===== src/design/evict_fill_pkg.sv =====
`default_nettype none

package evict_fill_pkg;

  // data word and DMA beat widths
  localparam int word_width_c = 32;
  localparam int dma_width_c = 64;

  // one cache block, split evenly across the even and odd banks
  localparam int block_words_c = 8;

  // default cache geometry, overridden from the top level
  localparam int default_ways_c = 4;
  localparam int default_sets_c = 16;

  // byte enables per DMA beat
  localparam int mask_width_c = dma_width_c / 8;

  // each bank holds half the block words, packed into DMA beats
  localparam int bursts_per_bank_c = (block_words_c / 2) * word_width_c / dma_width_c;

  // transfer mode held by the control block for the whole transfer
  typedef enum logic [1:0] {
    mode_idle   = 2'b00,
    mode_evict  = 2'b01,
    mode_refill = 2'b10
  } mode_e;

endpackage

`default_nettype wire


===== src/design/beat_fifo.sv =====
`default_nettype none

module beat_fifo #(
  parameter int els_p = 2,
  localparam int ptr_width_lp = (els_p > 1) ? $clog2(els_p) : 1,
  localparam int cnt_width_lp = $clog2(els_p + 1)
) (
  input  logic                                   clk_i,
  input  logic                                   reset_i,
  input  logic                                   v_i,
  input  logic [evict_fill_pkg::dma_width_c-1:0] data_i,
  output logic                                   ready_o,
  output logic                                   v_o,
  output logic [evict_fill_pkg::dma_width_c-1:0] data_o,
  input  logic                                   yumi_i
);

  logic [evict_fill_pkg::dma_width_c-1:0] mem_r [els_p];
  logic [ptr_width_lp-1:0] wr_ptr_r;
  logic [ptr_width_lp-1:0] rd_ptr_r;
  logic [cnt_width_lp-1:0] count_r;
  logic push;
  logic pop;

  assign ready_o = (count_r != cnt_width_lp'(els_p));
  assign v_o = (count_r != '0);
  assign push = v_i & ready_o;
  // yumi is only raised against a valid head entry
  assign pop = yumi_i;
  assign data_o = mem_r[rd_ptr_r];

  always_ff @(posedge clk_i) begin
    if (push) begin
      mem_r[wr_ptr_r] <= data_i;
    end
  end

  always_ff @(posedge clk_i) begin
    if (reset_i) begin
      wr_ptr_r <= '0;
      rd_ptr_r <= '0;
      count_r <= '0;
    end else begin
      if (push) begin
        if (wr_ptr_r == ptr_width_lp'(els_p - 1)) begin
          wr_ptr_r <= '0;
        end else begin
          wr_ptr_r <= wr_ptr_r + 1'b1;
        end
      end
      if (pop) begin
        if (rd_ptr_r == ptr_width_lp'(els_p - 1)) begin
          rd_ptr_r <= '0;
        end else begin
          rd_ptr_r <= rd_ptr_r + 1'b1;
        end
      end
      // simultaneous push and pop leave the occupancy unchanged
      if (push && !pop) begin
        count_r <= count_r + 1'b1;
      end else if (pop && !push) begin
        count_r <= count_r - 1'b1;
      end
    end
  end

endmodule

`default_nettype wire


===== src/design/transfer_control.sv =====
`default_nettype none

module transfer_control #(
  parameter int ways_p = evict_fill_pkg::default_ways_c,
  parameter int sets_p = evict_fill_pkg::default_sets_c,
  parameter int bursts_p = evict_fill_pkg::bursts_per_bank_c,
  localparam int lg_ways_lp = (ways_p > 1) ? $clog2(ways_p) : 1,
  localparam int lg_sets_lp = (sets_p > 1) ? $clog2(sets_p) : 1,
  localparam int take_width_lp = $clog2(bursts_p + 1)
) (
  input  logic                  clk_i,
  input  logic                  reset_i,
  input  logic                  cmd_v_i,
  input  logic                  cmd_evict_i,
  input  logic [lg_ways_lp-1:0] cmd_way_i,
  input  logic [lg_sets_lp-1:0] cmd_set_i,
  output logic                  cmd_ready_o,
  input  logic                  even_done_i,
  input  logic                  odd_done_i,
  input  logic                  drain_empty_i,
  input  logic                  refill_take_i,
  output logic                  refill_open_o,
  output evict_fill_pkg::mode_e mode_o,
  output logic [lg_ways_lp-1:0] way_o,
  output logic [lg_sets_lp-1:0] set_o,
  output logic                  evict_done_o,
  output logic                  refill_done_o
);

  evict_fill_pkg::mode_e mode_r;
  logic [lg_ways_lp-1:0] way_r;
  logic [lg_sets_lp-1:0] set_r;
  logic [take_width_lp-1:0] take_count_r;
  logic cmd_accept;
  logic banks_done;

  assign cmd_ready_o = (mode_r == evict_fill_pkg::mode_idle);
  assign cmd_accept = cmd_v_i & cmd_ready_o;
  assign banks_done = even_done_i & odd_done_i;

  // an evict is only finished once every beat has left toward DMA
  assign evict_done_o = (mode_r == evict_fill_pkg::mode_evict) & banks_done & drain_empty_i;
  assign refill_done_o = (mode_r == evict_fill_pkg::mode_refill) & banks_done;

  // DMA may hand over at most one block worth of beat pairs per refill
  assign refill_open_o = (take_count_r < take_width_lp'(bursts_p));

  assign mode_o = mode_r;
  assign way_o = way_r;
  assign set_o = set_r;

  always_ff @(posedge clk_i) begin
    if (reset_i) begin
      mode_r <= evict_fill_pkg::mode_idle;
      way_r <= '0;
      set_r <= '0;
    end else begin
      if (cmd_accept) begin
        if (cmd_evict_i) begin
          mode_r <= evict_fill_pkg::mode_evict;
        end else begin
          mode_r <= evict_fill_pkg::mode_refill;
        end
        way_r <= cmd_way_i;
        set_r <= cmd_set_i;
      end else if (evict_done_o || refill_done_o) begin
        mode_r <= evict_fill_pkg::mode_idle;
      end
    end
  end

  // pair counter restarts whenever the mover is idle
  always_ff @(posedge clk_i) begin
    if (reset_i || (mode_r == evict_fill_pkg::mode_idle)) begin
      take_count_r <= '0;
    end else if (refill_take_i) begin
      take_count_r <= take_count_r + 1'b1;
    end
  end

endmodule

`default_nettype wire


===== src/design/bank_port.sv =====
`default_nettype none

module bank_port #(
  parameter int ways_p = evict_fill_pkg::default_ways_c,
  parameter int sets_p = evict_fill_pkg::default_sets_c,
  parameter int bursts_p = evict_fill_pkg::bursts_per_bank_c,
  localparam int lg_ways_lp = (ways_p > 1) ? $clog2(ways_p) : 1,
  localparam int lg_sets_lp = (sets_p > 1) ? $clog2(sets_p) : 1,
  localparam int lg_bursts_lp = (bursts_p > 1) ? $clog2(bursts_p) : 1,
  localparam int cnt_width_lp = $clog2(bursts_p + 2),
  localparam int mask_width_lp = evict_fill_pkg::mask_width_c
) (
  input  logic                                   clk_i,
  input  logic                                   reset_i,
  input  evict_fill_pkg::mode_e                  mode_i,
  input  logic [lg_ways_lp-1:0]                  way_i,
  input  logic [lg_sets_lp-1:0]                  set_i,
  input  logic                                   bank_grant_i,
  input  logic                                   fifo_ready_i,
  input  logic                                   fifo_v_i,
  input  logic [evict_fill_pkg::dma_width_c-1:0] fifo_data_i,
  output logic                                   bank_v_o,
  output logic                                   bank_w_o,
  output logic [lg_sets_lp+lg_bursts_lp-1:0]     bank_addr_o,
  output logic [evict_fill_pkg::dma_width_c-1:0] bank_data_o,
  output logic [ways_p-1:0][mask_width_lp-1:0]   bank_w_mask_o,
  output logic                                   fifo_push_o,
  output logic                                   fifo_yumi_o,
  output logic                                   done_o
);

  localparam logic [cnt_width_lp-1:0] evict_last_lp = cnt_width_lp'(bursts_p + 1);
  localparam logic [cnt_width_lp-1:0] refill_last_lp = cnt_width_lp'(bursts_p);

  logic [cnt_width_lp-1:0] count_r;
  logic is_evict;
  logic is_refill;
  logic evict_step;
  logic evict_read;
  logic refill_write;

  assign is_evict = (mode_i == evict_fill_pkg::mode_evict);
  assign is_refill = (mode_i == evict_fill_pkg::mode_refill);

  // an evict step reads burst k and pushes the data of burst k-1 read one step earlier
  // the bank output is expected to hold its read data until the next read, as an SRAM does
  assign evict_step = is_evict & bank_grant_i & fifo_ready_i & (count_r != evict_last_lp);
  assign evict_read = evict_step & (count_r < refill_last_lp);
  assign fifo_push_o = evict_step & (count_r != '0);

  // refill writes the FIFO head straight into the bank
  assign refill_write = is_refill & bank_grant_i & fifo_v_i & (count_r != refill_last_lp);
  assign fifo_yumi_o = refill_write;

  assign bank_v_o = evict_read | refill_write;
  assign bank_w_o = refill_write;
  assign bank_addr_o = {set_i, count_r[lg_bursts_lp-1:0]};
  assign bank_data_o = fifo_data_i;

  assign done_o = (is_evict & (count_r == evict_last_lp))
                | (is_refill & (count_r == refill_last_lp));

  // whole beat for the chosen way and nothing for the others
  always_comb begin
    for (int w = 0; w < ways_p; w++) begin
      bank_w_mask_o[w] = (way_i == lg_ways_lp'(w)) ? '1 : '0;
    end
  end

  always_ff @(posedge clk_i) begin
    if (reset_i || (mode_i == evict_fill_pkg::mode_idle)) begin
      count_r <= '0;
    end else if (evict_step || refill_write) begin
      count_r <= count_r + 1'b1;
    end
  end

endmodule

`default_nettype wire


===== src/design/evict_serializer.sv =====
`default_nettype none

module evict_serializer (
  input  logic                                   clk_i,
  input  logic                                   reset_i,
  input  logic                                   v_i,
  input  logic [evict_fill_pkg::dma_width_c-1:0] even_data_i,
  input  logic [evict_fill_pkg::dma_width_c-1:0] odd_data_i,
  output logic                                   ready_o,
  output logic                                   v_o,
  output logic [evict_fill_pkg::dma_width_c-1:0] data_o,
  input  logic                                   yumi_i,
  output logic                                   empty_o
);

  logic [evict_fill_pkg::dma_width_c-1:0] even_r;
  logic [evict_fill_pkg::dma_width_c-1:0] odd_r;
  // number of beats of the held pair still to be sent
  logic [1:0] left_r;
  logic load;

  // a new pair may enter as the last held beat leaves
  assign ready_o = (left_r == 2'd0) | ((left_r == 2'd1) & yumi_i);
  assign load = v_i & ready_o;

  assign v_o = (left_r != 2'd0);
  assign data_o = (left_r == 2'd2) ? even_r : odd_r;
  assign empty_o = (left_r == 2'd0);

  always_ff @(posedge clk_i) begin
    if (load) begin
      even_r <= even_data_i;
      odd_r <= odd_data_i;
    end
  end

  always_ff @(posedge clk_i) begin
    if (reset_i) begin
      left_r <= 2'd0;
    end else if (load) begin
      left_r <= 2'd2;
    end else if (yumi_i) begin
      left_r <= left_r - 2'd1;
    end
  end

endmodule

`default_nettype wire


===== src/design/evict_fill_top.sv =====
`default_nettype none

module evict_fill_top #(
  parameter int ways_p = evict_fill_pkg::default_ways_c,
  parameter int sets_p = evict_fill_pkg::default_sets_c,
  parameter int bursts_p = evict_fill_pkg::bursts_per_bank_c,
  localparam int lg_ways_lp = (ways_p > 1) ? $clog2(ways_p) : 1,
  localparam int lg_sets_lp = (sets_p > 1) ? $clog2(sets_p) : 1,
  localparam int lg_bursts_lp = (bursts_p > 1) ? $clog2(bursts_p) : 1,
  localparam int addr_width_lp = lg_sets_lp + lg_bursts_lp,
  localparam int dma_width_lp = evict_fill_pkg::dma_width_c,
  localparam int mask_width_lp = evict_fill_pkg::mask_width_c
) (
  input  logic                                  clk_i,
  input  logic                                  reset_i,
  input  logic                                  cmd_v_i,
  input  logic                                  cmd_evict_i,
  input  logic [lg_ways_lp-1:0]                 cmd_way_i,
  input  logic [lg_sets_lp-1:0]                 cmd_set_i,
  output logic                                  cmd_ready_o,
  output logic                                  even_bank_v_o,
  output logic                                  even_bank_w_o,
  output logic [addr_width_lp-1:0]              even_bank_addr_o,
  output logic [dma_width_lp-1:0]               even_bank_data_o,
  output logic [ways_p-1:0][mask_width_lp-1:0]  even_bank_w_mask_o,
  input  logic                                  even_bank_grant_i,
  input  logic [ways_p-1:0][dma_width_lp-1:0]   even_bank_data_i,
  output logic                                  odd_bank_v_o,
  output logic                                  odd_bank_w_o,
  output logic [addr_width_lp-1:0]              odd_bank_addr_o,
  output logic [dma_width_lp-1:0]               odd_bank_data_o,
  output logic [ways_p-1:0][mask_width_lp-1:0]  odd_bank_w_mask_o,
  input  logic                                  odd_bank_grant_i,
  input  logic [ways_p-1:0][dma_width_lp-1:0]   odd_bank_data_i,
  input  logic                                  dma_refill_v_i,
  input  logic [1:0][dma_width_lp-1:0]          dma_refill_data_i,
  output logic                                  dma_refill_ready_o,
  output logic                                  dma_evict_v_o,
  output logic [dma_width_lp-1:0]               dma_evict_data_o,
  input  logic                                  dma_evict_yumi_i,
  output logic                                  evict_done_o,
  output logic                                  refill_done_o,
  output logic                                  busy_o
);

  evict_fill_pkg::mode_e mode;
  logic [lg_ways_lp-1:0] way;
  logic [lg_sets_lp-1:0] set;
  logic evict_sel;
  logic refill_sel;
  logic even_done;
  logic odd_done;
  logic drain_empty;
  logic refill_take;
  logic refill_open;
  logic even_push;
  logic odd_push;
  logic even_port_yumi;
  logic odd_port_yumi;
  logic even_fifo_v_li;
  logic odd_fifo_v_li;
  logic [dma_width_lp-1:0] even_fifo_data_li;
  logic [dma_width_lp-1:0] odd_fifo_data_li;
  logic even_fifo_ready_lo;
  logic odd_fifo_ready_lo;
  logic even_fifo_v_lo;
  logic odd_fifo_v_lo;
  logic [dma_width_lp-1:0] even_fifo_data_lo;
  logic [dma_width_lp-1:0] odd_fifo_data_lo;
  logic even_fifo_yumi_li;
  logic odd_fifo_yumi_li;
  logic ser_v_li;
  logic ser_ready_lo;
  logic ser_empty_lo;
  logic ser_take;

  assign evict_sel = (mode == evict_fill_pkg::mode_evict);
  assign refill_sel = (mode == evict_fill_pkg::mode_refill);
  assign busy_o = (mode != evict_fill_pkg::mode_idle);

  // a DMA pair is taken only when both halves fit
  assign dma_refill_ready_o = refill_sel & even_fifo_ready_lo & odd_fifo_ready_lo & refill_open;
  assign refill_take = dma_refill_v_i & dma_refill_ready_o;

  // FIFO inputs come from the selected way on evict and from DMA on refill
  assign even_fifo_v_li = evict_sel ? even_push : refill_take;
  assign odd_fifo_v_li = evict_sel ? odd_push : refill_take;
  assign even_fifo_data_li = evict_sel ? even_bank_data_i[way] : dma_refill_data_i[0];
  assign odd_fifo_data_li = evict_sel ? odd_bank_data_i[way] : dma_refill_data_i[1];

  // both FIFO heads move together into the serializer on evict
  assign ser_v_li = evict_sel & even_fifo_v_lo & odd_fifo_v_lo;
  assign ser_take = ser_v_li & ser_ready_lo;
  assign even_fifo_yumi_li = evict_sel ? ser_take : even_port_yumi;
  assign odd_fifo_yumi_li = evict_sel ? ser_take : odd_port_yumi;

  assign drain_empty = ser_empty_lo & ~even_fifo_v_lo & ~odd_fifo_v_lo;

  transfer_control #(
    .ways_p(ways_p),
    .sets_p(sets_p),
    .bursts_p(bursts_p)
  ) control (
    .clk_i(clk_i),
    .reset_i(reset_i),
    .cmd_v_i(cmd_v_i),
    .cmd_evict_i(cmd_evict_i),
    .cmd_way_i(cmd_way_i),
    .cmd_set_i(cmd_set_i),
    .cmd_ready_o(cmd_ready_o),
    .even_done_i(even_done),
    .odd_done_i(odd_done),
    .drain_empty_i(drain_empty),
    .refill_take_i(refill_take),
    .refill_open_o(refill_open),
    .mode_o(mode),
    .way_o(way),
    .set_o(set),
    .evict_done_o(evict_done_o),
    .refill_done_o(refill_done_o)
  );

  bank_port #(
    .ways_p(ways_p),
    .sets_p(sets_p),
    .bursts_p(bursts_p)
  ) even_port (
    .clk_i(clk_i),
    .reset_i(reset_i),
    .mode_i(mode),
    .way_i(way),
    .set_i(set),
    .bank_grant_i(even_bank_grant_i),
    .fifo_ready_i(even_fifo_ready_lo),
    .fifo_v_i(even_fifo_v_lo),
    .fifo_data_i(even_fifo_data_lo),
    .bank_v_o(even_bank_v_o),
    .bank_w_o(even_bank_w_o),
    .bank_addr_o(even_bank_addr_o),
    .bank_data_o(even_bank_data_o),
    .bank_w_mask_o(even_bank_w_mask_o),
    .fifo_push_o(even_push),
    .fifo_yumi_o(even_port_yumi),
    .done_o(even_done)
  );

  bank_port #(
    .ways_p(ways_p),
    .sets_p(sets_p),
    .bursts_p(bursts_p)
  ) odd_port (
    .clk_i(clk_i),
    .reset_i(reset_i),
    .mode_i(mode),
    .way_i(way),
    .set_i(set),
    .bank_grant_i(odd_bank_grant_i),
    .fifo_ready_i(odd_fifo_ready_lo),
    .fifo_v_i(odd_fifo_v_lo),
    .fifo_data_i(odd_fifo_data_lo),
    .bank_v_o(odd_bank_v_o),
    .bank_w_o(odd_bank_w_o),
    .bank_addr_o(odd_bank_addr_o),
    .bank_data_o(odd_bank_data_o),
    .bank_w_mask_o(odd_bank_w_mask_o),
    .fifo_push_o(odd_push),
    .fifo_yumi_o(odd_port_yumi),
    .done_o(odd_done)
  );

  beat_fifo #(
    .els_p(2)
  ) even_fifo (
    .clk_i(clk_i),
    .reset_i(reset_i),
    .v_i(even_fifo_v_li),
    .data_i(even_fifo_data_li),
    .ready_o(even_fifo_ready_lo),
    .v_o(even_fifo_v_lo),
    .data_o(even_fifo_data_lo),
    .yumi_i(even_fifo_yumi_li)
  );

  beat_fifo #(
    .els_p(2)
  ) odd_fifo (
    .clk_i(clk_i),
    .reset_i(reset_i),
    .v_i(odd_fifo_v_li),
    .data_i(odd_fifo_data_li),
    .ready_o(odd_fifo_ready_lo),
    .v_o(odd_fifo_v_lo),
    .data_o(odd_fifo_data_lo),
    .yumi_i(odd_fifo_yumi_li)
  );

  evict_serializer serializer (
    .clk_i(clk_i),
    .reset_i(reset_i),
    .v_i(ser_v_li),
    .even_data_i(even_fifo_data_lo),
    .odd_data_i(odd_fifo_data_lo),
    .ready_o(ser_ready_lo),
    .v_o(dma_evict_v_o),
    .data_o(dma_evict_data_o),
    .yumi_i(dma_evict_yumi_i),
    .empty_o(ser_empty_lo)
  );

endmodule

`default_nettype wire


===== config.mk =====
export PLATFORM = sky130hd
export DESIGN_NAME = evict_fill_top
export DESIGN_NICKNAME = d
export VERILOG_FILES = /design/src/design/evict_fill_pkg.sv /design/src/design/beat_fifo.sv /design/src/design/transfer_control.sv /design/src/design/bank_port.sv /design/src/design/evict_serializer.sv /design/src/design/evict_fill_top.sv
export SDC_FILE = /design/constraint.sdc
export NUM_CORES = 1
export LEC_CHECK = 0
export BUFFER_PORTS_ARGS = -buffer_cell sky130_fd_sc_hd__buf_2
export CORE_AREA = 2 2 359 361
export DETAILED_ROUTE_END_ITERATION = 10
export DIE_AREA = 0 0 361 363
export PLACE_DENSITY = 0.33
export SYNTH_ARGS = -nofsm -noshare
export SYNTH_HDL_FRONTEND = slang
export SYNTH_HIERARCHICAL = 1
export SYNTH_SLANG_ARGS = --single-unit

===== constraint.sdc =====
create_clock -name clk_i -period 6.07 [get_ports clk_i]
set_input_delay 1.214 -clock clk_i [delete_from_list [all_inputs] [get_ports clk_i]]
set_output_delay 1.214 -clock clk_i [all_outputs]
set_load 0.1 [all_outputs]

==> results_dict.tcl <==
set metrics [dict create \
    hold_violations 0 \
    worstReg2RegEnd "even_fifo/mem_r[1][17]" \
    yosys_warnings 6 \
    die_h_um 363 \
    cts_made_buffers 50 \
    status "completed" \
    async_reset_ff_frac 0 \
    ios 930 \
    final-setup-viol-count 0 \
    synth_top_area_share 0.5173 \
    grt_pass1_wl_mm 115.4 \
    cts_root_buf "clkbuf_16" \
    final_antenna_net_count 0 \
    grt_max_degree 69 \
    rsz0062_at_grt "false" \
    yosysTopAreaCell "edfxtp_1" \
    ys_top_cells_by_count "edfxtp_1 (384), buf_4 (209), mux2_2 (183), mux2_4 (137), mux4_2 (128)" \
    cts_tree "built" \
    fp-row-count 131 \
    post-route-period-util 0.6675 \
    cp-start-kind "flip-flop" \
    whs_path_depth 2 \
    worstPathCellList "inv_1 -> ha_4 -> buf_12 -> mux2_2 -> buf_2" \
    fmax_ghz 0.2468 \
    drive_gt1_frac 0.7254 \
    maxSlewHeadroom 0.2470 \
    drt_first_pass_iters 4 \
    die_area_um2 131000 \
    worst_hold_startpoint "control/set_o[1]" \
    synth_ff_type "edfxtp_1" \
    gp_congestion 0.9411 \
    worstMarginPinSlew_ns 1.129 \
    avgSynthCellArea_um2 17.50 \
    gr-total-overflow 0 \
    holdPathEnd "control/set_o[1]" \
    final_util 0.2260 \
    ir_drop_v 0.0001760 \
    maxSlewViolCount 0 \
    grt_use_total 0.1240 \
    io_buffer_count 929 \
    critPathSlowestCell "ha_4" \
    reg2reg_slack_ns 2.61 \
    hold_slack_ns 0.5012 \
    layout.nets 2675 \
    post_cts_buffers 0 \
    synthMostInstantiatedCell "edfxtp_1" \
    path_buf_inv 3 \
    ys_ff_latch 410 \
    cp.required_ns 4.86 \
    netlist_area_um2 22290 \
    worstSetupPathType "reg -> out" \
    cts_hold_buffers 0 \
    antenna_found_initial 15 \
    cp_data_arrival_time_ns 2.84 \
    initial_core_util 0.1755 \
    synth_cells 1274 \
    seq_area_frac_synth 0.5406 \
    nFillCells 13420 \
    place_inst 3620 \
    ctsResizeCount 0 \
    grt_pass1_vias 15410 \
    hpwl_mm 67.15 \
    finalNonFillerCells 3718 \
    wl_per_cell_um 22.75 \
    p_leak_uw 0.01106 \
    synth_nets 1939 \
    worstPathMaxFanout 33 \
    ctsHtreeMaxLevel 2 \
    synthTopCellsByArea "edfxtp_1 (52%), mux4_2 (13%), mux2_2 (9.2%)" \
    min_period_ns 4.052 \
    cts_sinks 410 \
    drc 0 \
    holdCritPathClass "reg -> reg" \
    tns_ns 0 \
    insertion_delay_ns 0.61 \
    crit_family "buffers and inverters" \
    totalWireLength_mm 84.58 \
    via_per_inst 3.755 \
    synth_edf_count 384 \
    area_growth_pct 28.78 \
    die_x_um 361 \
    maxCapViolCount 0 \
    core-area_um2 127000 \
    placed_area_um2 27120 \
    r2r-start "control/mode_o[0]" \
    dr_total_vias 13960 \
    fin_skew_ns 0.01889 \
    power_density_nw_per_um2 280.4 \
    ff2ff_path_depth 5 \
    ys_types 44 \
    crit_path_end_kind "output pin" \
    max_stage_delay_ns 0.65 \
    clockBufferDepth 3 \
    postLayoutCellArea_um2 28710 \
    path_clk_slew_ns 0.06 \
    drtIter0Drc 523 \
]
[sequential cells by signal, summed over array words and instances (netlist names), 4 cells and up, named ones only]
signal,count
odd_fifo/mem_r,128
control/set_o,4
even_fifo/mem_r,128
serializer/even_r,64
serializer/odd_r,64
[final cells by class]
type / count / area [um2] / share of cell area
sequential: 410 / 12070 / 0.4203
multi-input combinational: 588 / 8105 / 0.2823
timing repair buffer: 945 / 4807 / 0.1674
tap: 1662 / 2079 / 0.07243
clock buffer: 62 / 1306 / 0.04550
clock inverter: 30 / 267.8 / 0.009327
inverter: 15 / 61.31 / 0.002136
antenna: 6 / 15.01 / 0.0005230
[metrics by stage]
stage,setup slack [ns],power [uW]
final,2.018,8049
after global routing,1.804,8407
after CTS,1.835,8245
after detailed placement,2.229,5254
after global placement,2.247,5241
after floorplan,1.244,4812
[how the worst max path moves through the flow]
stage / slack [ns] / cells past startpoint / endpoint / start
finish: 2.02 / 5 / dma_evict_data_o[55] / serializer/left_r[0]
global route: 1.80 / 5 / dma_evict_data_o[56] / serializer/left_r[0]
CTS: 1.84 / 5 / dma_evict_data_o[56] / serializer/left_r[0]
detailed placement: 2.23 / 7 / odd_fifo/mem_r[1][59] / odd_bank_grant_i
global placement: 2.25 / 7 / even_fifo/mem_r[1][13] / even_bank_grant_i
floorplan: 1.24 / 3 / serializer/even_r[0] / dma_evict_yumi_i
[logic make-up after synthesis]
kind of cell	Yosys count	synth area share
compound gates	26	0.008756
xor+xnor	8	0.003143
fa+ha+maj	11	0.006174
buf+inv	276	0.09727
flops	410	0.5406
mux	460	0.3205
simple gates	83	0.02352
[metal layers]
layer / track usage / share of wire
met5: 0 / 0.00027
met2: 0.2222 / 0.52
met1: 0.1508 / 0.41
met3: 0.02723 / 0.055
met4: 0.02830 / 0.016
[placed cells by master (no fill, tap or decap), types with 5 or more instances in the layout]
cell type	netlist	routed
nand2_1	12	12
clkinv_2	0	6
clkbuf_16	0	50
and2_1	8	7
edfxtp_1	384	384
inv_1	15	13
mux4_2	128	128
clkinv_1	0	13
buf_2	11	929
a21oi_1	6	6
ha_1	11	10
dfxtp_1	26	22
buf_4	209	13
mux2_2	183	183
nand3b_1	6	6
nand2b_1	14	14
clkbuf_1	3	11
mux2i_1	10	10
and4b_1	5	5
nor2_1	14	14
diode_2	0	6
nor2b_1	6	5
mux2_4	137	137
[power breakdown]
| group | leakage [uW] | switching (uW) | total (uW) | internal [uW] |
|---|---|---|---|---|
| clock network | 0.000758 | 1230 | 2900 | 1660 |
| logic | 0.00663 | 1300 | 1930 | 633 |
| registers | 0.00368 | 44.1 | 3220 | 3180 |
[worst min-delay path: stages (launching register included)]
cell      delay, ns
dfxtp_1        0.32
nand2b_1       0.07
mux2i_1        0.06
(Power assumes the default switching activity.)
